$ cat config.mk
export PLATFORM = sky130hd
export DESIGN_NAME = hazard_unit
export DESIGN_NICKNAME = d
export VERILOG_FILES = /design/src/verilog/core_pkg.sv /design/src/verilog/hazard_unit.sv
export SDC_FILE = /design/constraint.sdc
export NUM_CORES = 1
export LEC_CHECK = 0
export BUFFER_PORTS_ARGS = -buffer_cell sky130_fd_sc_hd__buf_2
export CAP_MARGIN = 10
export CORE_AREA = 2 2 39 41
export DETAILED_ROUTE_END_ITERATION = 10
export DIE_AREA = 0 0 41 43
export PLACE_DENSITY = 0.43
export SLEW_MARGIN = 25
export SYNTH_ARGS = -nofsm -noshare
export SYNTH_HDL_FRONTEND = slang
export SYNTH_SLANG_ARGS = --single-unit
$ cat constraint.sdc
create_clock -name vclk -period 1.63
set_input_delay 0.2445 -clock vclk [all_inputs]
set_output_delay 0.2445 -clock vclk [all_outputs]
set_load 0.01 [all_outputs]
$ cat src/verilog/core_pkg.sv
package core_pkg;

    localparam int xlen       = 64;
    localparam int ilen       = 32;
    localparam int reg_addr_w = 5;

    localparam logic [xlen-1:0] reset_pc = '0;
    // addi x0, x0, 0
    localparam logic [ilen-1:0] nop_inst = 32'h0000_0013;

    localparam logic [6:0] opc_op     = 7'b0110011;
    localparam logic [6:0] opc_op_imm = 7'b0010011;
    localparam logic [6:0] opc_load   = 7'b0000011;
    localparam logic [6:0] opc_store  = 7'b0100011;
    localparam logic [6:0] opc_branch = 7'b1100011;
    localparam logic [6:0] opc_jal    = 7'b1101111;

    typedef enum logic [3:0] {
        alu_add,
        alu_sub,
        alu_and,
        alu_or,
        alu_xor,
        alu_slt
    } alu_op_t;

    typedef enum logic [1:0] {
        wb_alu,
        wb_load,
        wb_pc4
    } wb_sel_t;

    typedef struct packed {
        logic    reg_we;
        logic    mem_we;
        logic    mem_re;
        logic    is_branch;
        logic    is_jal;
        logic    bne;
        logic    use_imm;
        logic    use_rs1;
        logic    use_rs2;
        alu_op_t alu_op;
        wb_sel_t wb_sel;
    } ctrl_t;

    typedef struct packed {
        logic [xlen-1:0] pc;
        logic [ilen-1:0] inst;
    } if_id_t;

    typedef struct packed {
        logic [xlen-1:0]       pc;
        logic [ilen-1:0]       inst;
        ctrl_t                 ctrl;
        logic [reg_addr_w-1:0] rd;
        logic [xlen-1:0]       rs1_data;
        logic [xlen-1:0]       rs2_data;
        logic [xlen-1:0]       imm;
    } id_exe_t;

    typedef struct packed {
        logic [xlen-1:0]       pc;
        logic [ilen-1:0]       inst;
        ctrl_t                 ctrl;
        logic [reg_addr_w-1:0] rd;
        logic [xlen-1:0]       alu_result;
        logic [xlen-1:0]       store_data;
    } exe_mem_t;

    typedef struct packed {
        logic [xlen-1:0]       pc;
        logic [ilen-1:0]       inst;
        logic                  reg_we;
        logic [reg_addr_w-1:0] rd;
        wb_sel_t               wb_sel;
        logic [xlen-1:0]       alu_result;
        logic [xlen-1:0]       load_data;
        logic [xlen-1:0]       pc4;
    } mem_wb_t;

endpackage

$ cat src/verilog/hazard_unit.sv
`timescale 1ns/1ps

module hazard_unit (
    input  logic [core_pkg::reg_addr_w-1:0] id_rs1,
    input  logic [core_pkg::reg_addr_w-1:0] id_rs2,
    input  logic                            id_use_rs1,
    input  logic                            id_use_rs2,
    input  logic                            exe_valid,
    input  logic                            exe_mem_re,
    input  logic [core_pkg::reg_addr_w-1:0] exe_rd,
    input  logic                            redirect,
    output logic                            stall_pc,
    output logic                            stall_if_id,
    output logic                            flush_if_id,
    output logic                            flush_id_exe
);

    logic load_use;

    // load data only exists from the memory stage on
    assign load_use = exe_valid && exe_mem_re && exe_rd != '0 &&
                      ((id_use_rs1 && id_rs1 == exe_rd) ||
                       (id_use_rs2 && id_rs2 == exe_rd));

    assign stall_pc     = load_use && !redirect;
    assign stall_if_id  = load_use && !redirect;
    assign flush_if_id  = redirect;
    assign flush_id_exe = redirect || load_use;

endmodule

Word-level counts from Yosys, hierarchy flattened --
Cells that the tools add are included.
Word-level totals: register bits 0, input bits 20, logic and storage cells 12
Operators by class: eq/ne operators 2, reduce and logical (&&, ||, !) cells 10
Operators with widths (number):
- 5-bit == test | 2
- 1-bit logical AND | 6
- 5-bit nonzero test | 1
- 1-bit logical OR | 2
- 1-bit zero test | 1

Logic depth before layout (Yosys ltp) --
depth in word-level cells 5, mapped depth 5, gate-level depth less buffers 4

Worst setup path after synthesis --
Ideal clock, no wire load.
kind input to output, from input exe_rd[2] (netlist bit), to output stall_pc, arrival 1.228 ns, slack 0.157 ns, stages 5, buffers on the path 1, cells stage by stage xor2_1 -> nor4_1 -> a32oi_1 -> nor3_2 -> buf_4
On the way: longest elaborated chain between the ends 5, elaborated cells on any way between the ends 9, those cells by class 2 x eq/ne; 7 x reduce/logical
RTL lines:
- from (decl) | RTL line hazard_unit.sv:10 | input logic [core_pkg::reg_addr_w-1:0] exe_rd,
- 5-bit == test, on equally long branches | RTL line hazard_unit.sv:22, hazard_unit.sv:23
- 1-bit logical AND, on equally long branches | RTL line hazard_unit.sv:22, hazard_unit.sv:23
- 1-bit logical OR | RTL line hazard_unit.sv:22 | ((id_use_rs1 && id_rs1 == exe_rd) ||
- 1-bit logical AND * | RTL line hazard_unit.sv:21 | assign load_use = exe_valid && exe_mem_re && exe_rd != '0 &&
- 1-bit logical AND *
- to (decl) | RTL line hazard_unit.sv:12 | output logic stall_pc,
Mark *: on every way between the ends. The rest lies on a longest branch, timed or not.

Final worst setup path --
from input exe_rd[3] (netlist bit), to output flush_id_exe
On the way: longest elaborated chain between the ends 5, elaborated cells on any way between the ends 9, those cells by class 2 x eq/ne; 7 x reduce/logical
RTL lines:
- 5-bit == test, on equally long branches | RTL line hazard_unit.sv:22, hazard_unit.sv:23
- 1-bit logical AND, on equally long branches | RTL line hazard_unit.sv:22, hazard_unit.sv:23
- 1-bit logical OR | RTL line hazard_unit.sv:22
- 1-bit logical AND * | RTL line hazard_unit.sv:21
- 1-bit logical OR * | RTL line hazard_unit.sv:28 | assign flush_id_exe = redirect || load_use;
- to (decl) | RTL line hazard_unit.sv:15 | output logic flush_id_exe
Marked as above.

==> flow_summary.json <==
{
  "antenna_cells": 0,
  "cap_violations": 0,
  "grt_pass1_vias": 207,
  "endpoint_kind": "primary output",
  "drt_wl_total_um": 510,
  "drcViolationCount": 0,
  "whs_path_depth": 2,
  "drt_iter0_markers": 0,
  "path_max_fanout": 3,
  "crit_path_start_kind": "input pin",
  "dp_hpwl_um": 475,
  "rows": 14,
  "die_w_um": 41,
  "drt-vias-per-instance": 3.83,
  "n_clock_buffer": 0,
  "grt_usage": 0.0609,
  "gp_congestion": 0.568,
  "totalPowerFinal_mw": 0.0853,
  "slew_violations": 0,
  "yosys_warnings": 0,
  "min_path_type": "in -> out",
  "wl_per_cell_um": 8.79,
  "required_ns": 1.39,
  "seq_cell_count": 0,
  "worst_pin_slew_ns": 0.260,
  "die_area_um2": 1760,
  "whs_endpoint": "flush_if_id",
  "post-cts-setup-buffer-count": 0,
  "fin_nets": 64,
  "cp.arrival_ns": 1.32,
  "grt-ovfl-total": 0,
  "min_period_over_period": 0.960,
  "synthesis.area_um2": 168,
  "ys_types": 10,
  "grt_start_max_net_pins": 4,
  "drive_gt1_frac": 0.714,
  "cts_hold_buf": 0,
  "seq_area_um2": 0,
  "drt_pass1_iterations": 1,
  "multi_input_area_um2": 200,
  "max_slew_margin": 0.826,
  "io_pins": 24,
  "antenna_found_initial": 0,
  "crit_type": "in -> out",
  "grt_pass1_wl_um": 814,
  "p_leak_nw": 0.166,
  "min-delay-start": "redirect",
  "irDropWorstVdd_mv": 0.0553,
  "setup_violations": 0,
  "whs_ns": 0.714,
  "period_needed_ns": 1.57,
  "area_growth_pct": 120,
  "syn-num-nets": 40,
  "ant_nets": 0,
  "rsz0062_at_grt": "yes",
  "yosysSeqAreaShare": 0,
  "initial_core_util": 0.121,
  "portBuffers": 24,
  "final_hold_viol_count": 0,
  "fmax_mhz": 639,
  "die_h_um": 43,
  "postSynthCellCount": 20,
  "via_count": 222,
  "core_um2": 1380,
  "outcome": "finished clean",
  "p_per_area_nw_per_um2": 231,
  "synth_area_per_cell_um2": 8.38,
  "fillCellCount": 157,
  "final_util": 0.267
}
[cell type report]
cell class	instances	share of cell area
Tap cell	16	0.0542
Timing Repair Buffer	24	0.403
Multi-Input combinational cell	18	0.542
[cells in the mapped netlist (all sizes together)]
master / n / share of area
or4: 1 / 0.045
o211ai: 1 / 0.075
xor2: 8 / 0.42
a32oi: 1 / 0.052
xnor2: 2 / 0.10
nor4: 2 / 0.075
buf: 2 / 0.090
and2: 1 / 0.037
nor3: 1 / 0.060
o21bai: 1 / 0.045
[how the worst max path moves through the flow]
stage                   start           end  cells past startpoint
global route        id_rs2[2]   stall_if_id                      6
finish              exe_rd[3]  flush_id_exe                      5
floorplan           exe_rd[2]      stall_pc                      5
global placement    exe_rd[2]      stall_pc                      6
CTS                 id_rs2[0]   stall_if_id                      6
detailed placement  exe_rd[2]   stall_if_id                      6
[critical path: stages]
cell	delay, ns
buf_2	0.12
or4_1	0.54
o211ai_2	0.19
o21bai_1	0.08
buf_2	0.14
[report_power, final]
| part | internal [mW] | leakage, nW | switching [mW] |
|---|---|---|---|
| clock | 0 | 0 | 0 |
| sequential | 0 | 0 | 0 |
| combinational | 0.0467 | 0.166 | 0.0386 |
[layout by cell type, fill, tap and decap left out]
master    count
buf_8         1
or4_1         1
xor2_1        7
o21bai_1      1
a32oi_2       1
o211ai_2      1
and2_0        1
xnor2_1       2
nor3_2        1
buf_6         3
xor2_4        1
nor4_4        1
buf_2        20
nor4_2        1
[per-stage QoR]
| step | area (um^2) | std cells | setup WS [ns] | TNS (ns) |
|---|---|---|---|---|
| finish | 369 | 58 | 0.0645 | 0 |
| global route | 369 | 58 | -0.00400 | -0.00760 |
| CTS | 305 | 58 | 0.00197 | 0 |
| detailed placement | 293 | 58 | -0.0234 | -0.0456 |
| global placement | 293 | 58 | -0.0604 | -0.136 |
| floorplan | 168 | 20 | 0.157 | 0 |
[timing repair]
action / CTS / global route
resized for setup: 3 / 10
endpoints found under the setup margin: 2 / 3
pin swaps: 4 / 5
cloned: 0 / 0
[metal layers]
layer  vias to the layer above  GRT usage  routed length [um]
li1                        114          -                   -
met1                        97     0.0791                 178
met2                        11      0.109                 265
met3                         0    0.00524                  66
met4                         0          0                   0
met5                         -          0                   0
[logic make-up (layout without fill, tap and decap cells)]
| group | count (synthesis) | count (layout) | synth area share |
|---|---|---|---|
| buf+inv | 2 | 24 | 0.0895 |
| xor+xnor | 10 | 10 | 0.522 |
| compound gates | 3 | 3 | 0.172 |
| simple gates | 5 | 5 | 0.216 |
Note: power is estimated with default switching activity, not from simulation.
