## src/verilog/reg_file.sv

```systemverilog
`timescale 1ns/1ps

module reg_file (
    input  logic        clk,
    input  logic        rst_n,
    input  logic        we,
    input  logic [4:0]  waddr,
    input  logic [4:0]  raddr1,
    input  logic [4:0]  raddr2,
    input  logic [63:0] wdata,
    output logic [63:0] rdata1,
    output logic [63:0] rdata2
);

    // x0 has no storage
    logic [63:0] regs [1:31];

    always_ff @(posedge clk or negedge rst_n) begin
        if (!rst_n) begin
            for (int i = 1; i < 32; i++) begin
                regs[i] <= '0;
            end
        end else if (we && waddr != 5'd0) begin
            regs[waddr] <= wdata;
        end
    end

    // same-cycle write is visible to decode
    assign rdata1 = (raddr1 == 5'd0) ? '0 :
                    (we && waddr == raddr1) ? wdata : regs[raddr1];
    assign rdata2 = (raddr2 == 5'd0) ? '0 :
                    (we && waddr == raddr2) ? wdata : regs[raddr2];

    a_wdata_known: assert property (@(posedge clk) disable iff (!rst_n)
        we |-> !$isunknown(wdata));

endmodule

```

## config.mk

```make
export PLATFORM = sky130hd
export DESIGN_NAME = reg_file
export DESIGN_NICKNAME = d
export VERILOG_FILES = /design/src/verilog/reg_file.sv
export SDC_FILE = /design/constraint.sdc
export NUM_CORES = 2
export LEC_CHECK = 0
export BUFFER_PORTS_ARGS = -buffer_cell sky130_fd_sc_hd__buf_2
export CAP_MARGIN = 20
export CORE_MARGIN = 2
export CORE_UTILIZATION = 40
export CTS_CLUSTER_DIAMETER = 100
export DETAILED_ROUTE_END_ITERATION = 16
export PLACE_DENSITY_LB_ADDON = 0.12
export SLEW_MARGIN = 20
export SYNTH_ARGS = -nofsm -noshare
export SYNTH_HDL_FRONTEND = slang
export SYNTH_SLANG_ARGS = --single-unit
```

## constraint.sdc

```tcl
create_clock -name clk -period 3.6 [get_ports clk]
set_clock_uncertainty 0.2 [all_clocks]
set_input_delay 0.54 -clock clk [delete_from_list [all_inputs] [get_ports clk]]
set_output_delay 0.54 -clock clk [all_outputs]
set_load 0.1 [all_outputs]
```

; After elaboration in Yosys (flattened, before gate mapping)
; Index checks and enable logic that the tools add are counted.
[classes]
order_cmp = 4
eq_ne = 2
mux = 13
bitwise_logic = 3
n_reduce_logical = 7
[ops]
columns = cell, n
row1 = $bwmux W1984, 1
row2 = $bmux W64 S5, 2
row3 = $mux W64, 9
row4 = $demux W64 S5, 1
row5 = $ge A6 B6 Y1 const B, 3
row6 = $not A5 Y6, 3
row7 = $eq A5 B5 Y1, 2
row8 = $logic_not A5 Y1, 2
row9 = $lt A6 B1 Y1 const B, 1
row10 = $reduce_bool A5 Y1, 1
row11 = $logic_and A1 B1 Y1, 4
[totals]
register_bits = 1984
input_bits = 82
out_inout_bits = 128
elab_cells = 60

; Depth between registers and ports, before layout
[logic_depth]
word_depth = 6
depth_mapped = 10
mapped_depth_nobuf = 5

; Least setup slack after synthesis
; No wires, ideal clock.
[synth_timing]
kind = input to output
from = in raddr1[0]
to = out rdata1[27]
arrival_time_ns = 4.890
required_time_ns = 2.860
setup_slack_ns = -2.030
path_stages = 10
path_buffers = 6
cell_sequence = buf_6 > buf_12 > buf_12 > buf_12 > buf_8 > buf_12 > mux2i_1 > a221oi_1 > o21ai_1 > o41ai_1
[synth_between]
elab_chain_cells = 6
word_cells_on_any_way = 9
classes_between = 1 x eq/ne / 5 x mux / 1 x bitwise / 2 x reduce/logical
[synth_rtl]
columns = element, line_no
row1 = "start, declared", 8  ; input logic [4:0] raddr1,
row2 = $not A5 Y6 (not written as such), 30  ; (we && waddr == raddr1) ? wdata : regs[raddr1];
row3 = $bmux W64 S5, 30
row4 = $mux W64 (not written as such) (2 in a row), 30
row5 = $mux W64, 30
row6 = $mux W64 (*), 29  ; assign rdata1 = (raddr1 == 5'd0) ? '0 :
row7 = "end, declared", 11  ; output logic [63:0] rdata1,
; Mark *: on every way between the ends. The rest lies on a longest branch, timed or not. The select of a mux whose other input is x is not followed.

; Worst setup path in the final report
[layout_timing]
from = in raddr1[3]
to = out rdata1[44]
; Same word-level chain as after synthesis.

==> parameters.txt <==
Parameter                              Value

Status
  Result of the run    finished with violations
  Violated checks    negative setup slack

Floorplan
  Die H    521 um
  FP Rows    189
  Core Box Area    0.266 mm2
  Die X    521 um
  Number of placed I/O pins    210
  Effective utilization at floorplan    40.3%
  Die footprint    0.272 mm2

Timing
  Final-report setup violation count    6
  Final critical-path required period    3.66 ns
  Count of final max-slew check failures    0
  Final period util    102%
  Post-route setup TNS    -0.166 ns
  Setup repair after global routing missed its margin    true
  Slew HR    31.3%
  Post-route setup slack    -0.0582 ns
  Fmax achieved    273 MHz
  Actual transition at the worst max-transition pin    1.03 ns
  Number of failing hold endpoints at the final stage    0

Clock tree
  Root buf cell    clkbuf_16
  Clk sink count    1984
  Clock network latency to the later pin of the worst-skew pair    0.89 ns
  TritonCTS clock tree    done
  Clock buffers created by TritonCTS    229
  Clock-pin slew of the registers on the worst-case setup and hold paths    0.06 ns
  Clock tree buffer depth    4
  Htree depth    4

Final layout
  Register containing the most flip-flops in the final layout    regs
  Share of cells above drive strength 1    59.6%
  Post-layout net count    7624
  Layout-stage area growth over the synthesis result    20.1%
  Largest regs    regs x1984
  Post-Layout Inst Area    0.129 mm2
  Max FFs per register    1984

Yosys
  Instance count of the mapped netlist    7204
  EDFF count, synth    0
  Top-area cell type share of the netlist area    46.4%
  Total of flip-flops plus latches after synthesis    1984
  Top FF cell, synth    dfrtp_1
  Share of async-settable or async-resettable flops after synthesis    100%
  Sequential fraction of the synthesis area    46.4%
  Top cell type by total area after synthesis    dfrtp_1
  Average footprint of a synthesized cell    14.9 um2
  Synthesized netlist net count    7286
  Largest cells by area after synthesis    dfrtp_1 (46%), mux2_2 (24%), mux4_2 (18%), clkbuf_1 (1.7%), a221oi_1 (1.3%)
  Synthesis warning total    0
  Library cells used by synthesis    56
  Post-Syn Area    0.107 mm2

Placement
  HPWL reported at the end of detailed placement    255000 um
  I/O Buffers    209
  Total cell area at the placement stage    0.120 mm2
  GP Congestion    0.838

Drt
  Post-DR wirelength/cell    36.9 um
  Detailed-route via count    72096
  Remaining routing DRC violations    0
  Per-cell via count in the routed design    6.41
  Count of TritonRoute iterations in the first routing pass    5
  Iteration-0 DRC count of the detailed router    5986
  Overall routed net length    415000 um
  Count of nets left with antenna violations after detail routing    0

Setup path
  Critical path startpoint category    primary input
  Endpoint arrival time on the critical path    2.92 ns
  Most used cell along the critical path    buf_4
  Source of the worst register-to-register timing path    regs[1061]
  Highest cell delay on the worst timing path    0.78 ns
  Worst path slowest cell    nor2_1
  Crit-path max FO    15
  R2R Setup Slk    2.39 ns
  FF-to-FF path depth    3
  Required time at the worst-slack endpoint    2.86 ns
  Category of the most critical setup path    primary input to primary output
  CP Capture Type    primary output
  R2r endpoint    regs[1061]
  Cell-by-cell listing of the critical path    buf_4 > or2_4 > nor2_1 > a221oi_1 > buf_4 > o21ai_1 > o41ai_4 > buf_4 > buf_12

Global route
  Global-route wire length before repair    590000 um
  Via count of the first global-routing pass    75524
  Overall track demand over capacity in global routing    30.4%
  Largest net degree at the start of global routing    125
  Total congestion overflow after global routing    0
  Initial antenna violation count    22

Run
  # Max-Cap Violations    0

Worst hold path
  Worst hold path startpoint    wdata[10]
  Hold-critical path endpoint    regs[970]
  Worst min-delay path category    primary input to flop
  Count of cells along the worst hold path    2

Power and ir drop
  Leak pwr    0.0551 uW
  Total power divided by cell area    557 mW/mm2
  Max VDD drop    0.000417 V
## where the power goes
part | leakage, uW | switching, uW | internal (uW)
sequential | 0.0254 | 3290 | 26700
combinational | 0.0260 | 8120 | 9960
clock | 0.00370 | 9750 | 13800
total | 0.0551 | 21200 | 50500
## critical path, delay by kind of cell
family / cells / cell delay, ns
AND/OR/NAND/NOR: 2 / 1.10
AO/OA/AOI/OAI: 3 / 0.49
buffers and inverters: 4 / 0.76
## worst max path at each step
stage | startpoint | end | slack [ns]
floorplan | raddr2[2] | rdata2[31] | -0.28
global placement | raddr2[0] | rdata2[47] | -0.18
detailed placement | raddr1[4] | rdata1[62] | -0.24
CTS | regs[1080] | rdata1[56] | -0.04
global route | regs[1224] | rdata1[8] | -0.09
finish | raddr1[3] | rdata1[44] | -0.06
## timing repair
| item | CTS | global route |
|---|---|---|
| gates cloned | 1 | 2 |
| hold buffers | 21 | 0 |
| pin swaps | 23 | 8 |
| resized for setup | 60 | 41 |
| setup buffers | 22 | 5 |
| endpoints found under the hold margin | 781 | 0 |
| setup endpoints to repair | 41 | 35 |
## synthesized netlist by cell type, types with 3 or more instances
cell type and count:
a211oi_1 47, a21oi_1 15, a221oi_1 154, a22o_1 31
a22oi_1 85, a31oi_1 45, and2_1 5, buf_1 28
buf_12 6, buf_2 169, buf_4 88, buf_6 25
buf_8 5, clkbuf_1 471, dfrtp_1 1984, mux2_2 2284
mux2i_1 125, mux4_1 7, mux4_2 848, mux4_4 3
nand2_1 138, nand2b_1 19, nand3b_1 4, nor2_1 168
nor2_2 8, nor2b_1 50, nor3_1 61, nor3b_1 5
o211ai_1 17, o21a_1 11, o21ai_0 34, o21ai_1 9
o221ai_1 15, o22ai_1 129, o31ai_1 11, o41ai_1 9
or2_2 6, or4_1 51, xnor2_1 10
## layout make-up
type,instances,area [um2]
diodes,7,17.5
clock buffers,342,6810
multi-input cells,4427,55600
inverters,1,3.75
clock inverters,58,634
fillers,22896,137000
flip-flops and latches,1984,49600
repair buffers,899,11500
well taps,3533,4420
## routing by layer
layer | global-route usage, % | part of all wire (%) | vias up
met2 | 50.1 | 48 | 2787
li1 | - | - | 28732
met5 | 0 | 0.019 | -
met4 | 12.2 | 4.7 | 14
met1 | 39.7 | 41 | 39715
met3 | 5.35 | 6.1 | 848
## kinds of logic after synthesis
group | after synthesis | share of synthesized area (%)
AO/OA/AOI/OAI | 621 | 4.28
XOR/XNOR | 10 | 0.0818
buffers and inverters | 793 | 3.61
flip-flops | 1984 | 46.4
multiplexers | 3267 | 43.3
AND/OR/NAND/NOR | 529 | 2.39
## cells in the final DEF (no fill, tap or decap), types with 29 or more instances in the layout
cell / Yosys / layout
clkbuf_1: 471 / 51
clkbuf_16: 0 / 234
mux4_2: 848 / 852
mux2_2: 2284 / 2277
clkbuf_8: 0 / 59
mux2i_1: 125 / 125
or4_1: 51 / 51
nor2b_1: 50 / 43
nand2_1: 138 / 118
clkinv_2: 0 / 40
a211oi_1: 47 / 29
nor3_1: 61 / 37
buf_2: 169 / 74
o22ai_1: 129 / 126
buf_12: 6 / 362
buf_4: 88 / 419
nor2_1: 168 / 158
a22oi_1: 85 / 69
dfrtp_1: 1984 / 1984
a221oi_1: 154 / 151
a31oi_4: 0 / 45
## metrics by stage
stage	power (uW)	instances	hold WS, ns	setup WS, ns	utilization [%]
after floorplan	41900	7204	0.0444	-0.284	-
after global placement	47500	10795	0.300	-0.179	45.2
after detailed placement	48000	10795	0.308	-0.236	45.2
after CTS	71900	11237	0.00115	-0.0445	48.3
after global routing	74500	11247	0.0542	-0.0911	48.4
final	71600	11251	0.0386	-0.0582	48.4
(Power assumes the default switching activity.)
