===== src/verilog/core_pkg.sv =====
package core_pkg;

    localparam int xlen       = 64;
    localparam int ilen       = 32;
    localparam int reg_addr_w = 5;

    localparam logic [xlen-1:0] reset_pc = '0;
    // addi x0, x0, 0
    localparam logic [ilen-1:0] nop_inst = 32'h0000_0013;

    localparam logic [6:0] opc_op     = 7'b0110011;
    localparam logic [6:0] opc_op_imm = 7'b0010011;
    localparam logic [6:0] opc_load   = 7'b0000011;
    localparam logic [6:0] opc_store  = 7'b0100011;
    localparam logic [6:0] opc_branch = 7'b1100011;
    localparam logic [6:0] opc_jal    = 7'b1101111;

    typedef enum logic [3:0] {
        alu_add,
        alu_sub,
        alu_and,
        alu_or,
        alu_xor,
        alu_slt
    } alu_op_t;

    typedef enum logic [1:0] {
        wb_alu,
        wb_load,
        wb_pc4
    } wb_sel_t;

    typedef struct packed {
        logic    reg_we;
        logic    mem_we;
        logic    mem_re;
        logic    is_branch;
        logic    is_jal;
        logic    bne;
        logic    use_imm;
        logic    use_rs1;
        logic    use_rs2;
        alu_op_t alu_op;
        wb_sel_t wb_sel;
    } ctrl_t;

    typedef struct packed {
        logic [xlen-1:0] pc;
        logic [ilen-1:0] inst;
    } if_id_t;

    typedef struct packed {
        logic [xlen-1:0]       pc;
        logic [ilen-1:0]       inst;
        ctrl_t                 ctrl;
        logic [reg_addr_w-1:0] rd;
        logic [xlen-1:0]       rs1_data;
        logic [xlen-1:0]       rs2_data;
        logic [xlen-1:0]       imm;
    } id_exe_t;

    typedef struct packed {
        logic [xlen-1:0]       pc;
        logic [ilen-1:0]       inst;
        ctrl_t                 ctrl;
        logic [reg_addr_w-1:0] rd;
        logic [xlen-1:0]       alu_result;
        logic [xlen-1:0]       store_data;
    } exe_mem_t;

    typedef struct packed {
        logic [xlen-1:0]       pc;
        logic [ilen-1:0]       inst;
        logic                  reg_we;
        logic [reg_addr_w-1:0] rd;
        wb_sel_t               wb_sel;
        logic [xlen-1:0]       alu_result;
        logic [xlen-1:0]       load_data;
        logic [xlen-1:0]       pc4;
    } mem_wb_t;

endpackage


===== src/verilog/pipe_reg.sv =====
`timescale 1ns/1ps

module pipe_reg #(
    parameter type payload_t = core_pkg::if_id_t
) (
    input  logic     clk,
    input  logic     rst_n,
    input  logic     stall,
    input  logic     flush,
    input  logic     in_valid,
    input  payload_t d,
    output logic     out_valid,
    output payload_t q
);

    always_ff @(posedge clk or negedge rst_n) begin
        if (!rst_n) begin
            out_valid <= 1'b0;
        end else if (flush) begin
            out_valid <= 1'b0;
        end else if (!stall) begin
            out_valid <= in_valid;
        end
    end

    // payload advances unless the stage holds
    always_ff @(posedge clk) begin
        if (flush || !stall) begin
            q <= d;
        end
    end

    a_flush_kills: assert property (@(posedge clk) disable iff (!rst_n)
        flush |=> !out_valid);

endmodule


===== config.mk =====
export PLATFORM = sky130hd
export DESIGN_NAME = pipe_reg
export DESIGN_NICKNAME = d
export VERILOG_FILES = /design/src/verilog/core_pkg.sv /design/src/verilog/pipe_reg.sv
export SDC_FILE = /design/constraint.sdc
export NUM_CORES = 1
export LEC_CHECK = 0
export BUFFER_PORTS_ARGS = -buffer_cell sky130_fd_sc_hd__clkbuf_2
export CAP_MARGIN = 20
export CORE_MARGIN = 8
export CORE_UTILIZATION = 37
export CTS_CLUSTER_DIAMETER = 60
export DETAILED_ROUTE_END_ITERATION = 10
export GPL_TIMING_DRIVEN = 0
export PLACE_DENSITY_LB_ADDON = 0.12
export SYNTH_ARGS = -nofsm -noshare
export SYNTH_HDL_FRONTEND = slang
export SYNTH_SLANG_ARGS = --single-unit

===== constraint.sdc =====
create_clock -name clk -period 0.8 [get_ports clk]
set_clock_uncertainty 0.2 [all_clocks]
set_input_delay 0.12 -clock clk [delete_from_list [all_inputs] [get_ports clk]]
set_output_delay 0.12 -clock clk [all_outputs]
set_load 0.05 [all_outputs]

Yosys cells after proc, flatten, opt, wreduce, memory -nomap -nowiden
Index checks and enable logic that the tools add are counted.
{"block": "totals", "rom_bits": 0, "latchBits": 0, "inputBits": 101, "reg_bits": 97, "n_memories": 0, "ramBits": 0, "wordCells": 8, "out_inout_bits": 97}
{"block": "classes", "bitwise_logic": 0, "eq_ne": 1, "magnitude_cmp": 0, "n_addsub": 0, "n_shift": 0, "mul": 0, "n_mux": 2, "n_reduce_logical": 2, "div": 0}
{"op": "$mux W1", "count": 2}
{"op": "$ne A2 B1 Y1 const B", "count": 1}
{"op": "$logic_not A1 Y1", "count": 1}
{"op": "$logic_or A1 B1 Y1", "count": 1}

Longest topological paths before layout
{"block": "depth", "depth_word": 2, "ltp_mapped": 2, "depth_no_buf": 2}

Least setup slack after synthesis
OpenSTA, ideal clock, no wires.
{"block": "synth_path", "path_kind": "input-to-reg", "start": "input port flush", "end": "register q[0] (netlist bit), enable pin", "n_path_buf": 0, "setup_slack_ns": -2.323, "t_arrival_ns": 2.452, "stages": 1, "setup_time_ns": 0.471, "required_ns": 0.129, "cell_sequence": "nand2b_1"}
{"block": "synth_via", "elab_chain_len": 1}
{"element": "start, declared", "line": "pipe_reg.sv:9", "rtl": "input logic flush,"}
{"element": "$logic_or A1 B1 Y1", "line": "pipe_reg.sv:28", "rtl": "if (flush || !stall) begin"}
{"element": "end signal, assigned", "line": "pipe_reg.sv:29", "rtl": "q <= d;"}
{"element": "end, declared", "line": "pipe_reg.sv:13", "rtl": "output payload_t q"}
Every way passes these cells.
A chain may end at the register's enable or synchronous reset.

Worst setup path in the final report
{"block": "layout_path", "start": "register q[59] (netlist bit)", "end": "output port q[59] (netlist bit)"}
No word-level cell between the ends.

==> impl_metrics.py <==
metrics = {
    "clock_network": {
        "clk_pin_slew_ns": 0.09,
        "clk_latency_ns": 0.34,
        "cts.sinks": 97,
        "root_buffer": "clkbuf_8",
        "postCtsHoldBufs": 1,
        "htree_levels": 3,
        "cts_tree": "built",
        "cts_made_buffers": 9,
        "clk_path_buf_depth": 2,
    },
    "yosys": {
        "synth-seq-area-share": 0.993,
        "postSynthAreaPerCell_um2": 29.3,
        "synth_compound_area_frac": 0,
        "synth_nets": 201,
        "syn_inst": 100,
        "syn-cell-area_um2": 2930,
        "yosys_warnings": 0,
        "ys_types": 5,
        "synth_xor_area_frac": 0,
        "synth_top_family_by_area": "multiplexers",
        "muxShareOfSynthArea": 0.00342,
        "ys_seq_elements": 97,
        "synth-adder-area-share": 0,
        "synth_simple_gate_area_share": 0.00342,
    },
    "drt": {
        "drc": 0,
        "drtIter0Drc": 44,
        "drt_pre_antenna_iters": 4,
        "vias": 1853,
        "avgRoutedWirePerCell_um": 19.2,
        "routed_wl_um": 8140,
        "routed_via_density": 4.38,
        "ant_nets": 0,
    },
    "power": {
        "p_per_area_nw_per_um2": 2380,
        "swShare": 0.298,
        "clkPwrFrac": 0.236,
        "peakVddDrop_v": 0.00112,
        "combPwrFrac": 0.260,
        "p_leak_uw": 0.00229,
        "p_switching_uw": 3730,
        "intPower_uw": 8780,
        "seqPwrFrac": 0.504,
    },
    "sta": {
        "fin_crit_ns": 1.28,
        "max_freq_ghz": 0.784,
        "finalSetupTns_ns": -42.27,
        "min_period_over_period": 1.59,
        "slew_violations": 0,
        "max_slew.worst_pin.slew_ns": 0.303,
        "fin_ws_ns": -0.476,
        "maxSlewHeadroom": 0.798,
        "setup_viol": 98,
        "hold_viol": 98,
        "rsz0062_at_grt": "true",
        "whs_ns": -0.256,
    },
    "setup_path": {
        "crit_path_start_kind": "register",
        "cp_top_family": "flip-flops",
        "cp.arrival_ns": 0.96,
        "crit_path_end_kind": "output port",
        "worstPathCellList": "buf_8",
        "rr_worst_depth": 2,
        "timing.critical_path.buf_inv": 1,
        "required_ns": 0.48,
        "path_class": "register to output port",
        "r2r-start": "out_valid",
        "r2r-end": "out_valid",
        "critPathSlowestCell": "edfxtp_1",
        "worst-path-max-fanout": 1,
        "r2r_setup_slack_ns": -0.16,
        "cpPeakStageDelay_ns": 0.44,
    },
    "run_status": {
        "outcome": "finished, violations left",
        "violations": "hold timing, setup timing",
    },
    "cells_and_area": {
        "area_delta_synth_final_pct": 79.7,
        "layout-drive-gt1-share": 0.682,
        "final_common_cell": "clkbuf_2",
        "nNetsFinal": 417,
        "diodes": 0,
        "final_cell_mix": "clkbuf_2 (98), edfxtp_1 (96), clkbuf_8 (86)",
    },
    "grt": {
        "grt_max_degree": 25,
        "overflow": 0,
        "antenna_found_initial": 0,
        "track_usage": 0.146,
        "grt_pass1_vias": 2091,
        "grt_pass1_wl_um": 12100,
    },
    "hold_path": {
        "hold_path_end": "q[33]",
        "min_from": "d[33]",
        "hold_class": "input port to register",
        "hold_depth": 1,
    },
    "die": {
        "fp.dieW_um": 105,
        "fp-row-count": 32,
        "ioPinCount": 198,
        "core_um2": 7690,
        "die_area_um2": 11000,
        "start_util": 0.381,
        "die_h_um": 105,
    },
    "job": {
        "maxCapViolCount": 0,
    },
    "placed_design": {
        "gp_congestion": 0.682,
        "io_buffers": 197,
    },
}
## cells in the mapped netlist
| cell type | count | area [µm²] |
|---|---|---|
| edfxtp_1 | 96 | 2880 |
| nand2b_1 | 1 | 6.26 |
| nor2_1 | 1 | 3.75 |
| mux2i_1 | 1 | 10.0 |
| dfrtp_1 | 1 | 25.0 |
## worst max path at each step
stage	depth (start not counted)	slack (ns)	to	startpoint
2_1_floorplan	1	-0.64	q[0]	flush
3_3_place_gp	2	-0.99	q[74]	flush
3_5_place_dp	3	-0.85	q[51]	flush
4_1_cts	1	-0.50	q[59]	q[59]
5_1_grt	1	-0.52	q[5]	q[5]
6_report	1	-0.48	q[59]	q[59]
## kinds of logic after synthesis
logic type	count (synthesis)
DFF	97
muxes	1
and+or+nand+nor	2
## power by group through the flow
stage / Sequential, µW / Clock [µW] / Combinational (µW)
floorplan: 7970 / 0 / 74.5
global placement: 6310 / 0 / 2440
detailed placement: 6320 / 0 / 2460
CTS: 6280 / 3060 / 3250
global route: 6350 / 3220 / 3340
finish: 6300 / 2950 / 3260
## stage by stage
stage / area (µm²) / worst slack, ns / cells / utilization / power, µW
after floorplan: 2940 / -0.637 / 100 / - / 8050
after global placement: 4050 / -0.991 / 399 / 0.527 / 8750
after detailed placement: 4080 / -0.849 / 400 / 0.530 / 8780
after CTS: 5260 / -0.501 / 424 / 0.685 / 12600
after global routing: 5260 / -0.515 / 423 / 0.685 / 12900
final: 5260 / -0.476 / 423 / 0.685 / 12500
## what timing repair did
action / in CTS / in global routing
resized for setup: 206 / 21
gates cloned: 5 / 0
buffers inserted: 2 / 0
endpoints found under the setup margin: 194 / 110
endpoints found under the hold margin: 98 / 98
## per-layer routing
layer | share of wire | GRT usage | up-vias
li1 | - | - | 840
met1 | 0.36 | 0.144 | 887
met3 | 0.10 | 0.0694 | 14
met4 | 0.022 | 0.0703 | 0
met5 | 0 | 0 | -
met2 | 0.52 | 0.252 | 112
## registers in the layout (all words and copies together) (netlist names)
| name | count |
|---|---|
| out_valid | 1 |
| q | 96 |
## cell type report
| type | count | area [µm²] |
|---|---|---|
| Sequential cell | 97 | 2910 |
| Timing Repair Buffer | 202 | 1980 |
| Clock inverter | 4 | 45.0 |
| Clock buffer | 12 | 135 |
| Multi-Input combinational cell | 6 | 63.8 |
| Tap cell | 102 | 128 |
| Fill cell | 522 | 2420 |
Note: power is estimated with default switching activity, not from simulation.
