<file path="src/verilog/core_pkg.sv">
package core_pkg;

    localparam int xlen       = 64;
    localparam int ilen       = 32;
    localparam int reg_addr_w = 5;

    localparam logic [xlen-1:0] reset_pc = '0;
    // addi x0, x0, 0
    localparam logic [ilen-1:0] nop_inst = 32'h0000_0013;

    localparam logic [6:0] opc_op     = 7'b0110011;
    localparam logic [6:0] opc_op_imm = 7'b0010011;
    localparam logic [6:0] opc_load   = 7'b0000011;
    localparam logic [6:0] opc_store  = 7'b0100011;
    localparam logic [6:0] opc_branch = 7'b1100011;
    localparam logic [6:0] opc_jal    = 7'b1101111;

    typedef enum logic [3:0] {
        alu_add,
        alu_sub,
        alu_and,
        alu_or,
        alu_xor,
        alu_slt
    } alu_op_t;

    typedef enum logic [1:0] {
        wb_alu,
        wb_load,
        wb_pc4
    } wb_sel_t;

    typedef struct packed {
        logic    reg_we;
        logic    mem_we;
        logic    mem_re;
        logic    is_branch;
        logic    is_jal;
        logic    bne;
        logic    use_imm;
        logic    use_rs1;
        logic    use_rs2;
        alu_op_t alu_op;
        wb_sel_t wb_sel;
    } ctrl_t;

    typedef struct packed {
        logic [xlen-1:0] pc;
        logic [ilen-1:0] inst;
    } if_id_t;

    typedef struct packed {
        logic [xlen-1:0]       pc;
        logic [ilen-1:0]       inst;
        ctrl_t                 ctrl;
        logic [reg_addr_w-1:0] rd;
        logic [xlen-1:0]       rs1_data;
        logic [xlen-1:0]       rs2_data;
        logic [xlen-1:0]       imm;
    } id_exe_t;

    typedef struct packed {
        logic [xlen-1:0]       pc;
        logic [ilen-1:0]       inst;
        ctrl_t                 ctrl;
        logic [reg_addr_w-1:0] rd;
        logic [xlen-1:0]       alu_result;
        logic [xlen-1:0]       store_data;
    } exe_mem_t;

    typedef struct packed {
        logic [xlen-1:0]       pc;
        logic [ilen-1:0]       inst;
        logic                  reg_we;
        logic [reg_addr_w-1:0] rd;
        wb_sel_t               wb_sel;
        logic [xlen-1:0]       alu_result;
        logic [xlen-1:0]       load_data;
        logic [xlen-1:0]       pc4;
    } mem_wb_t;

endpackage

</file>
<file path="src/verilog/execute_unit.sv">
`timescale 1ns/1ps

module execute_unit (
    input  logic                      valid,
    input  logic [core_pkg::xlen-1:0] pc,
    input  logic [core_pkg::xlen-1:0] rs1_data,
    input  logic [core_pkg::xlen-1:0] rs2_data,
    input  logic [core_pkg::xlen-1:0] imm,
    input  core_pkg::ctrl_t           ctrl,
    output logic [core_pkg::xlen-1:0] result,
    output logic [core_pkg::xlen-1:0] redirect_pc,
    output logic                      redirect
);
    import core_pkg::*;

    logic [xlen-1:0] op_b;
    logic            equal;

    assign op_b = ctrl.use_imm ? imm : rs2_data;

    always_comb begin
        case (ctrl.alu_op)
            alu_sub: result = rs1_data - op_b;
            alu_and: result = rs1_data & op_b;
            alu_or:  result = rs1_data | op_b;
            alu_xor: result = rs1_data ^ op_b;
            alu_slt: result = {{(xlen-1){1'b0}}, $signed(rs1_data) < $signed(op_b)};
            default: result = rs1_data + op_b;
        endcase
    end

    // branch compare always on registers
    assign equal       = rs1_data == rs2_data;
    assign redirect_pc = pc + imm;
    assign redirect    = valid && (ctrl.is_jal || (ctrl.is_branch && (equal != ctrl.bne)));

endmodule

</file>
<file path="config.mk">
export PLATFORM = sky130hd
export DESIGN_NAME = execute_unit
export DESIGN_NICKNAME = d
export VERILOG_FILES = /design/src/verilog/core_pkg.sv /design/src/verilog/execute_unit.sv
export SDC_FILE = /design/constraint.sdc
export NUM_CORES = 1
export LEC_CHECK = 0
export ABC_AREA = 1
export BUFFER_PORTS_ARGS = -buffer_cell sky130_fd_sc_hd__buf_2
export CAP_MARGIN = 20
export CORE_ASPECT_RATIO = 0.7
export CORE_MARGIN = 4
export CORE_UTILIZATION = 30
export DETAILED_ROUTE_END_ITERATION = 7
export SLEW_MARGIN = 30
export SYNTH_ARGS = -nofsm -noshare
export SYNTH_HDL_FRONTEND = slang
export SYNTH_SLANG_ARGS = --single-unit
</file>
<file path="constraint.sdc">
create_clock -name vclk -period 15.2
set_clock_uncertainty 0.15 [all_clocks]
set_input_delay 4.56 -clock vclk [all_inputs]
set_output_delay 4.56 -clock vclk [all_outputs]
set_load 0.01 [all_outputs]
</file>
Word-level counts from Yosys, hierarchy flattened --
Cells that the tools add are included.
Storage, ports and cells: input bits 272, word-level logic and storage cells 19, bits in registers 0
Operators by class: reductions and logical operators 3, eq/ne operators 7, add/subtract/negate cells 3, mux-type cells 2, bitwise logic cells 3, order comparisons 1
Operator list (number):
- $pmux W64 S5 | 1
- $add A64 B64 Y64 | 2
- $and A64 B64 Y64 | 1
- $eq A64 B64 Y1 | 1
- $lt A64 B64 Y1 | 1
- $mux W64 | 1
- $or A64 B64 Y64 | 1
- $sub A64 B64 Y64 | 1
- $xor A64 B64 Y64 | 1
- $eq A4 B2 Y1 const B | 2
- $eq A4 B3 Y1 const B | 2
- $eq A4 B1 Y1 const B | 1
- $logic_and A1 B1 Y1 | 2
- $logic_or A1 B1 Y1 | 1
- $ne A1 B1 Y1 | 1

Logic depth before layout (Yosys ltp) --
word-level depth 5, depth in mapped cells 22, gate-level depth less buffers 21

Least setup slack after synthesis --
No wires, ideal clock.
path kind input to output, start in ctrl[8] in the netlist's numbering, end out result[9] in the netlist's numbering, arrival 7.051 ns, stages on the path 13, setup slack 3.439 ns, cell sequence clkbuf_1 > clkbuf_1 > clkbuf_1 > nand2_1 > o21ai_0 > ha_1 > nor2_1 > nand3_1 > nand3_2 > nand2_1 > nand2_1 > nor2_1 > o311ai_0
Between the ends: longest elaborated chain between the ends 3
RTL lines:
- start: declaration | line execute_unit.sv:9 | input core_pkg::ctrl_t ctrl,
- $mux W64 * | line execute_unit.sv:19 | assign op_b = ctrl.use_imm ? imm : rs2_data;
- $add A64 B64 Y64 (tied with other cells) | line execute_unit.sv:28 | default: result = rs1_data + op_b;
- $pmux W64 S5 * | line execute_unit.sv:22 | case (ctrl.alu_op)
- end: declaration | line execute_unit.sv:10 | output logic [core_pkg::xlen-1:0] result,
Every way passes the cells marked *; elsewhere a longest branch is shown, timed or not.

Final worst setup path --
start in ctrl[8] in the netlist's numbering, end out result[51] in the netlist's numbering
The elaborated chain is that of the path after synthesis.

==> impl_metrics.csv <==
group,metric,value,unit
detailed_routing,route.met2.wl,49.0,mm
timing,grt_setup_unrepaired,"no",
synthesis,synth_top_family_by_area,"simple AND/OR/NAND/NOR gates",
synthesis,synth-simple-area-share,44.2,%
setup_path,crit_path_end_kind,"output port",
timing,max_slew_margin,39.8,%
detailed_routing,drtPass1Iterations,6,
setup_path,arrival,8.78,ns
setup_path,crit_type,"in -> out",
timing,fmax,0.0742,GHz
die,rows,82,
cells_and_area,final_cell_mix,"1,444 x nand2_1, 1,023 x inv_1, 421 x nor2_1",
power_and_ir_drop,p_leak,0.0147,uW
clocking,ctsHoldBuffers,0,
global_route,grt_overflow_total,0,
global_route,grt_max_degree,81,
cells_and_area,layout_commonest_cell,"nand2_1",
cells_and_area,nFlopsAndLatches,0,
synthesis,yosysSeqAreaShare,0,%
die,dieArea,77100,um^2
setup_path,critPathMaxFanout,80,
detailed_routing,drtAntennaViolNets,0,
detailed_routing,wl_per_cell,20.5,um
placement,placedCellCount,5713,
timing,tns,0,ns
placement,place_congestion,1.03,
detailed_routing,via_per_inst,5.03,
timing,slew_violations,0,
synthesis,yosys_warnings,0,
worst_hold_path,hp-class,"in -> out",
synthesis,synth-xor-area-share,5.22,%
global_route,antenna_found_initial,12,
synthesis,syn_area_per_cell,4.91,um^2
global_route,grt_pass1_wl,166,mm
synthesis,synth_mux_area_share,0,%
job,max_cap_viol_count,0,
die,initial_core_util,30.4,%
cells_and_area,stdcell_count,5720,
setup_path,required,10.49,ns
cells_and_area,area_delta_synth_final,12.1,%
die,coreArea,71800,um^2
outcome,status,"finished clean",
placement,dpl.hpwl,104,mm
setup_path,max_stage_delay,0.63,ns
timing,setup_viol,0,
power_and_ir_drop,irDropWorstVdd,0.0261,mV
cells_and_area,multiInputGateArea,17300,um^2
timing,layout_min_cycle_time,13.49,ns
die,pin_count,401,
die,die_h,234,um
synthesis,netlist_area,21800,um^2
timing,period_share,88.7,%
cells_and_area,num-fill-cells,8565,
setup_path,worstPathCellList,"buf_4 > buf_4 > o21ai_0 > ha_1 > nand2_1 > nor2_1 > nand3_1 > nand3_1 > nand2_1 > nand2_1 > nand3_1 > nand2_1 > nand2_1 > nand3_1 > nand3_1 > buf_2",
detailed_routing,vias,28800,
synthesis,synthDistinctLibCells,48,
cells_and_area,clkbuf_count,0,
placement,numPortBuffers,394,
detailed_routing,route.met3.wl,13.1,mm
setup_path,critPathSlowestCell,"ha_1",
synthesis,synth_compound_gate_area_share,14.7,%
power_and_ir_drop,cellPowerDensity,49.2,nW/um^2
cells_and_area,final_nets,5281,
die,die_w,330,um
detailed_routing,routed.top_layer,"met5",
setup_path,crit_path_start_kind,"input pin",
synthesis,synthesis.instances,4439,
detailed_routing,drc,0,
synthesis,synth_fp_nets,4971,
clocking,post_cts_buffers,0,
synthesis,synthAdderAreaFrac,15.0,%
detailed_routing,drt_iter0_drc,3213,
detailed_routing,drt-total-wl,117,mm
cells_and_area,regArea,0,um^2
clocking,cts_resized,0,
global_route,grt_pass1_vias,26300,
timing,tightest_slew,0.894,ns
global_route,gr-usage-all-layers,28.8,%
detailed_routing,met1_length,52.5,mm
timing,hold_violations,0,
cells_and_area,final_layout_size_suffix_gt1_share,10.8,%
cells_and_area,fin_util,34.0,%
-- Yosys cell counts, drive strengths merged, types with 10 or more instances --
master / number / area, um^2
nor2: 460 / 1850
clkbuf: 30 / 113
inv: 1031 / 3870
o211ai: 10 / 75.1
nor3: 42 / 265
o22ai: 62 / 388
o21bai: 22 / 169
xor2: 80 / 701
nand2: 1469 / 5580
buf: 70 / 574
nand3: 299 / 1550
ha: 257 / 3220
a21oi: 278 / 1400
o21ai: 179 / 915
xnor2: 50 / 438
nand4: 38 / 238
-- critical path: cells and delay by family --
| kind | cells | cell delay, ns |
|---|---|---|
| AOI/OAI and AO/OA | 1 | 0.29 |
| adders and majority gates | 1 | 0.63 |
| buffers and inverters | 3 | 1.22 |
| and+or+nand+nor | 11 | 2.06 |
-- layer usage --
layer / GRT usage, % / vias to the layer above
li1: - / 14200
met1: 40.8 / 13100
met3: 6.21 / 118
met2: 44.8 / 1394
met5: 0 / -
met4: 5.42 / 6
-- cells by family (layout without fill, tap and decap cells) --
logic type | Yosys count | count (layout)
xor+xnor | 130 | 130
compound gates | 584 | 584
simple gates | 2334 | 2334
buf+inv | 1131 | 1439
fa+ha+maj | 260 | 260
other cells | 0 | 7
-- final timing paths --
kind	from	slack [ns]	to	depth (start not counted)
worst min-delay path	valid	9.27	redirect	4
worst max-delay path	ctrl[8]	1.71	result[51]	16
-- power breakdown --
part           switching (uW)   leakage, uW  internal [uW]
clock                       0  0.0000000442      0.0000871
sequential                  0             0              0
combinational             848        0.0147            354
total                     848        0.0147            354
-- per-stage QoR --
| stage | cell area, um^2 | power (uW) | setup WS (ns) | hold slack, ns |
|---|---|---|---|---|
| 2_1_floorplan | 21800 | 720 | 3.44 | 9.05 |
| 3_3_place_gp | 24400 | 1160 | 1.90 | 9.26 |
| 3_5_place_dp | 24400 | 1160 | 1.91 | 9.26 |
| 4_1_cts | 24400 | 1170 | 1.92 | 9.26 |
| 5_1_grt | 24400 | 1300 | 1.43 | 9.31 |
| 6_report | 24400 | 1200 | 1.71 | 9.27 |
-- final cells by class --
cell class	count	share of cell area, %
tap	966	4.95
timing repair buffer	408	8.51
inverter	1031	15.8
antenna	7	0.0717
multi-input combinational	3308	70.6
Power figures use the tool's default switching activity.
