`src/verilog/core_pkg.sv`:
```
package core_pkg;

    localparam int xlen       = 64;
    localparam int ilen       = 32;
    localparam int reg_addr_w = 5;

    localparam logic [xlen-1:0] reset_pc = '0;
    // addi x0, x0, 0
    localparam logic [ilen-1:0] nop_inst = 32'h0000_0013;

    localparam logic [6:0] opc_op     = 7'b0110011;
    localparam logic [6:0] opc_op_imm = 7'b0010011;
    localparam logic [6:0] opc_load   = 7'b0000011;
    localparam logic [6:0] opc_store  = 7'b0100011;
    localparam logic [6:0] opc_branch = 7'b1100011;
    localparam logic [6:0] opc_jal    = 7'b1101111;

    typedef enum logic [3:0] {
        alu_add,
        alu_sub,
        alu_and,
        alu_or,
        alu_xor,
        alu_slt
    } alu_op_t;

    typedef enum logic [1:0] {
        wb_alu,
        wb_load,
        wb_pc4
    } wb_sel_t;

    typedef struct packed {
        logic    reg_we;
        logic    mem_we;
        logic    mem_re;
        logic    is_branch;
        logic    is_jal;
        logic    bne;
        logic    use_imm;
        logic    use_rs1;
        logic    use_rs2;
        alu_op_t alu_op;
        wb_sel_t wb_sel;
    } ctrl_t;

    typedef struct packed {
        logic [xlen-1:0] pc;
        logic [ilen-1:0] inst;
    } if_id_t;

    typedef struct packed {
        logic [xlen-1:0]       pc;
        logic [ilen-1:0]       inst;
        ctrl_t                 ctrl;
        logic [reg_addr_w-1:0] rd;
        logic [xlen-1:0]       rs1_data;
        logic [xlen-1:0]       rs2_data;
        logic [xlen-1:0]       imm;
    } id_exe_t;

    typedef struct packed {
        logic [xlen-1:0]       pc;
        logic [ilen-1:0]       inst;
        ctrl_t                 ctrl;
        logic [reg_addr_w-1:0] rd;
        logic [xlen-1:0]       alu_result;
        logic [xlen-1:0]       store_data;
    } exe_mem_t;

    typedef struct packed {
        logic [xlen-1:0]       pc;
        logic [ilen-1:0]       inst;
        logic                  reg_we;
        logic [reg_addr_w-1:0] rd;
        wb_sel_t               wb_sel;
        logic [xlen-1:0]       alu_result;
        logic [xlen-1:0]       load_data;
        logic [xlen-1:0]       pc4;
    } mem_wb_t;

endpackage

```
`src/verilog/forward_unit.sv`:
```
`timescale 1ns/1ps

module forward_unit (
    input  logic [core_pkg::reg_addr_w-1:0] rs1,
    input  logic [core_pkg::reg_addr_w-1:0] rs2,
    input  logic [core_pkg::xlen-1:0]       rf_rdata1,
    input  logic [core_pkg::xlen-1:0]       rf_rdata2,
    input  logic [core_pkg::reg_addr_w-1:0] exe_rd,
    input  logic                            exe_reg_we,
    input  logic [core_pkg::xlen-1:0]       exe_result,
    input  logic [core_pkg::reg_addr_w-1:0] mem_rd,
    input  logic                            mem_reg_we,
    input  logic [core_pkg::xlen-1:0]       mem_result,
    input  logic [core_pkg::reg_addr_w-1:0] wb_rd,
    input  logic                            wb_reg_we,
    input  logic [core_pkg::xlen-1:0]       wb_result,
    output logic [core_pkg::xlen-1:0]       rs1_data,
    output logic [core_pkg::xlen-1:0]       rs2_data
);
    import core_pkg::*;

    // youngest in-flight writer is applied last and wins
    always_comb begin
        rs1_data = rf_rdata1;
        rs2_data = rf_rdata2;
        if (rs1 != '0) begin
            if (wb_reg_we && wb_rd == rs1) rs1_data = wb_result;
            if (mem_reg_we && mem_rd == rs1) rs1_data = mem_result;
            if (exe_reg_we && exe_rd == rs1) rs1_data = exe_result;
        end
        if (rs2 != '0) begin
            if (wb_reg_we && wb_rd == rs2) rs2_data = wb_result;
            if (mem_reg_we && mem_rd == rs2) rs2_data = mem_result;
            if (exe_reg_we && exe_rd == rs2) rs2_data = exe_result;
        end
    end

endmodule

```
`config.mk`:
```
export PLATFORM = sky130hd
export DESIGN_NAME = forward_unit
export DESIGN_NICKNAME = d
export VERILOG_FILES = /design/src/verilog/core_pkg.sv /design/src/verilog/forward_unit.sv
export SDC_FILE = /design/constraint.sdc
export NUM_CORES = 1
export LEC_CHECK = 0
export BUFFER_PORTS_ARGS = -buffer_cell sky130_fd_sc_hd__buf_2
export CAP_MARGIN = 20
export CORE_AREA = 2 2 185 187
export DETAILED_ROUTE_END_ITERATION = 8
export DIE_AREA = 0 0 187 189
export RECOVER_POWER = 25
export SKIP_LAST_GASP = 1
export SYNTH_ARGS = -nofsm -noshare
export SYNTH_HDL_FRONTEND = slang
export SYNTH_SLANG_ARGS = --single-unit
```
`constraint.sdc`:
```
create_clock -name vclk -period 2.35
set_input_delay 0.3525 -clock vclk [all_inputs]
set_output_delay 0.3525 -clock vclk [all_outputs]
set_load 0.01 [all_outputs]
```
=== Word level (Yosys, flattened, before mapping) ===
Cells that the tools add are included.

* Bits in registers: 0
* Output and inout bits: 128
* Logic and storage cells: 22
* Bits of input ports: 348

* Multiplexer cells: 8
* Eq/ne operators: 6
* Reductions and logical operators: 8

{| class="wikitable"
|+ Operator list
! operator !! count
|-
| 64-bit 2-to-1 mux || 8
|-
| 5-bit equality test || 6
|-
| 5-bit nonzero test || 2
|-
| 1-bit logical AND || 6
|}

=== Logic depth before layout (Yosys ltp) ===
* Word-level depth: 6
* Mapped depth: 7
* Mapped depth without buffers: 5

=== Least setup slack after synthesis ===
Ideal clock, no wire load.

* Path type: in2out
* Start: in exe_rd[1] (netlist bit)
* End: out rs2_data[13] (netlist bit)
* Path buffers: 1
* Required time: 1997 ps
* Setup slack: 254 ps
* Arrival time: 1744 ps
* Cell stages on the path: 6
* Cell sequence: xor2_1 -> nor4_2 -> nand3_1 -> a31oi_4 -> buf_6 -> a2bb2oi_1

* Longest elaborated chain between the ends: 4

{| class="wikitable"
|+ Ends and longest elaborated chain
! item !! line !! text
|-
| from (decl) || forward_unit.sv:8 || <nowiki>input logic [core_pkg::reg_addr_w-1:0] exe_rd,</nowiki>
|-
| 5-bit equality test || forward_unit.sv:34 || <nowiki>if (exe_reg_we && exe_rd == rs2) rs2_data = exe_result;</nowiki>
|-
| 1-bit logical AND || forward_unit.sv:34 ||
|-
| 64-bit 2-to-1 mux || forward_unit.sv:34 ||
|-
| 64-bit 2-to-1 mux || forward_unit.sv:31 || <nowiki>if (rs2 != '0) begin</nowiki>
|-
| to (decl) || forward_unit.sv:18 || <nowiki>output logic [core_pkg::xlen-1:0] rs2_data</nowiki>
|}

Every way passes these cells.

=== Worst setup path after layout ===
* Start: in rs1[1] (netlist bit)
* End: out rs1_data[46] (netlist bit)

* Longest elaborated chain between the ends: 6
* Elaborated cells between the ends (all ways): 11
* Those cells by class: eq/ne (3); mux (4); reduce/logical (4)

{| class="wikitable"
|+ Ends and longest elaborated chain
! item !! line !! text
|-
| from (decl) || forward_unit.sv:4 || <nowiki>input logic [core_pkg::reg_addr_w-1:0] rs1,</nowiki>
|-
| 5-bit equality test || forward_unit.sv:27 || <nowiki>if (wb_reg_we && wb_rd == rs1) rs1_data = wb_result;</nowiki>
|-
| 1-bit logical AND || forward_unit.sv:27 ||
|-
| 64-bit 2-to-1 mux || forward_unit.sv:27 ||
|-
| 64-bit 2-to-1 mux || forward_unit.sv:28 || <nowiki>if (mem_reg_we && mem_rd == rs1) rs1_data = mem_result;</nowiki>
|-
| 64-bit 2-to-1 mux || forward_unit.sv:29 || <nowiki>if (exe_reg_we && exe_rd == rs1) rs1_data = exe_result;</nowiki>
|-
| 64-bit 2-to-1 mux (*) || forward_unit.sv:26 || <nowiki>if (rs1 != '0) begin</nowiki>
|-
| to (decl) || forward_unit.sv:17 || <nowiki>output logic [core_pkg::xlen-1:0] rs1_data,</nowiki>
|}

Every way passes the cells marked *; elsewhere a longest branch is shown, timed or not.

==> metrics.txt <==
Tot GR Track Use=0.214; die width=187 microns; hold buffers post-CTS=0; CP max-delay cell=nor4_4; final hold viol count=0; Worst path depth=9; Avg Inst Size Synth=approximately 6.7 sq um; outcome=complete, but fails checks; Seq cells=0; DRT iter0 DRCs=764; first-pass GRT wire length=58,000 microns; Die Y=189 microns; average wire per standard cell=approximately 28 microns; xor and xnor area share after synthesis=0.0586; max cap viols=0; Internal Power=roughly 990 uW; Syn. warnings=0; worst min path class=in2out; RSZ-0062 raised after global routing=yes; hold slack final=1.03 ns; power density cells=around 180 nW/um^2; arrival time of the worst setup path=2.18 ns; Post-Syn Nets=1,015; dpl cells=1,578; Vias/cell=5.68; CLK BUF=0; most common cell after layout, fill and taps aside=buf_2; switching share of power=0.505; Sw Pwr=1.01 mW; WS Path Type=in2out; dpl hpwl=25,900 microns; Rel. slew slack=0.608; Seq pwr share=0; largest family of logic cells by synthesized area=compound AO/OA/AOI/OAI gates; final setup TNS=-12.17 ns; Post-Syn Instances=approximately 670; vias in the first global route=9,102; routed wire length=46,800 microns; Crit path max-delay family=buffers and inverters; Starting Density=0.135; CP Launch Type=input port; clock share of power=0; sequential area share after synthesis=0; Die ar.=35,300 sq um; routed vias=~9,400; Max IR drop VDD=about 0.000069 V; Detail Route Antenna Nets=0; mux share of post-synthesis cell area=0; I/O Buffers=roughly 480; global route overflow=0; initial antenna violation count=6; largest net degree at the start of global routing=66; most frequent cells in the layout=461 x buf_2, 66 x o21ai_1, 63 x and3_1; routability cong.=0.973; fmax=roughly 390 MHz; Post-Synth Adder-Cell Area=0; WP data required=roughly 2.0 ns; Lkg Pwr=4.66 nW; simple-gate share of the synthesized area=0.121; Worst Hold Depth=3; register area=0 sq um; Unique masters post-synth=29; Worst Path Max Fanout=32; total core area=33,300 sq um; Final nets=1,547; overall power=2.00 mW; Final Slew Violations=0; Boundary Pins=476; non-filler instance count after layout=between 1,500 and 2,000; failing checks=negative setup slack; P&R area growth vs syn=143%; Synth Area in Compound Gates=0.718; layout cells sized above 1=0.678; filler cell count=approximately 3,500; Tcrit/Tclk final=1.08; worst-path cell chain=buf_8 -> buf_6 -> xor2_4 -> nor4_4 -> nand3_4 -> buf_12 -> a221oi_1 -> o21ai_1 -> buf_2; Crit path largest cell delay=0.35 ns; FP Rows=67; Slew @ Worst Pin=0.586 ns; Combinational Power Share=1.000; DRC violations left=0; Critical Path End Type=primary output; Post-Syn Area=4490 sq um; DR pass1 iterations=6; final setup margin=-0.184 ns; fin util=0.327; # setup viols final=approximately 130; minimum clock period=2.53 ns; WP buf/inv=4
## Yosys cell counts (3+ instances only)
library cell,n,area [sq um]
a21oi_1,65,325
a221oi_1,64,561
a22oi_1,64,480
a2bb2oi_1,54,473
a2bb2oi_2,10,150
and3_1,65,407
buf_1,7,26.3
buf_2,23,115
buf_6,7,78.8
clkbuf_1,62,233
nand2_1,3,11.3
nor2_1,3,11.3
o21ai_0,68,340
o21ai_1,60,300
o221ai_1,64,561
xnor2_1,14,123
xor2_1,16,140
## logic make-up (layout without fill, tap and decap cells)
kind of cell / after synthesis / count (layout)
buffers and inverters: 100 / 629
xor gates and xnor gates: 30 / 30
AOI/OAI and AO/OA: 451 / 452
and+or+nand+nor: 86 / 86
other: 0 / 4
## metal layers
metal | track usage | up-vias | share of wire
li1 | - | 3923 | -
met1 | 0.251 | 4462 | 0.37
met2 | 0.393 | 809 | 0.49
met3 | 0.0297 | 177 | 0.088
met4 | 0.0858 | 2 | 0.053
met5 | 0 | - | 0.00028
## path summary, 6_finish.rpt
| kind | startpoint | slack (ns) | end |
|---|---|---|---|
| setup / recovery | rs1[1] | -0.18 | rs1_data[46] |
| hold / removal | rf_rdata2[28] | 1.03 | rs2_data[28] |
## tightest hold or removal path: stages
cell,delay [ns]
buf_2,0.08
a2bb2oi_2,0.11
buf_2,0.13
## power by group through the flow
stage	Combinational [mW]	Clock, mW	Sequential, mW
final	2.00	0.000000228	0
after global routing	2.09	0.000000171	0
after CTS	1.71	0	0
after detailed placement	1.49	0	0
after global placement	1.49	0	0
after floorplan	0.634	0	0
## metrics by stage
step                      instance area, sq um  worst slack, ns
after floorplan                           4490            0.254
after global placement                    8050           -0.343
after detailed placement                  8050           -0.347
after CTS                                 9190           -0.170
after global routing                     10900           -0.237
final                                    10900           -0.184
## final cells by class
| class | count | area, sq um | share of cell area |
|---|---|---|---|
| Timing Repair Buffer | 629 | 4880 | 0.449 |
| Multi-Input combinational cell | 568 | 5430 | 0.499 |
| Tap cell | 448 | 561 | 0.0515 |
| Antenna cell | 4 | 10.0 | 0.000919 |
## repair_timing
action	CTS	global route
cloned	15	21
setup buffers	16	16
pin swaps	42	52
endpoints found under the setup margin	128	128
resized for setup	114	180
Note: power is estimated with default switching activity, not from simulation.
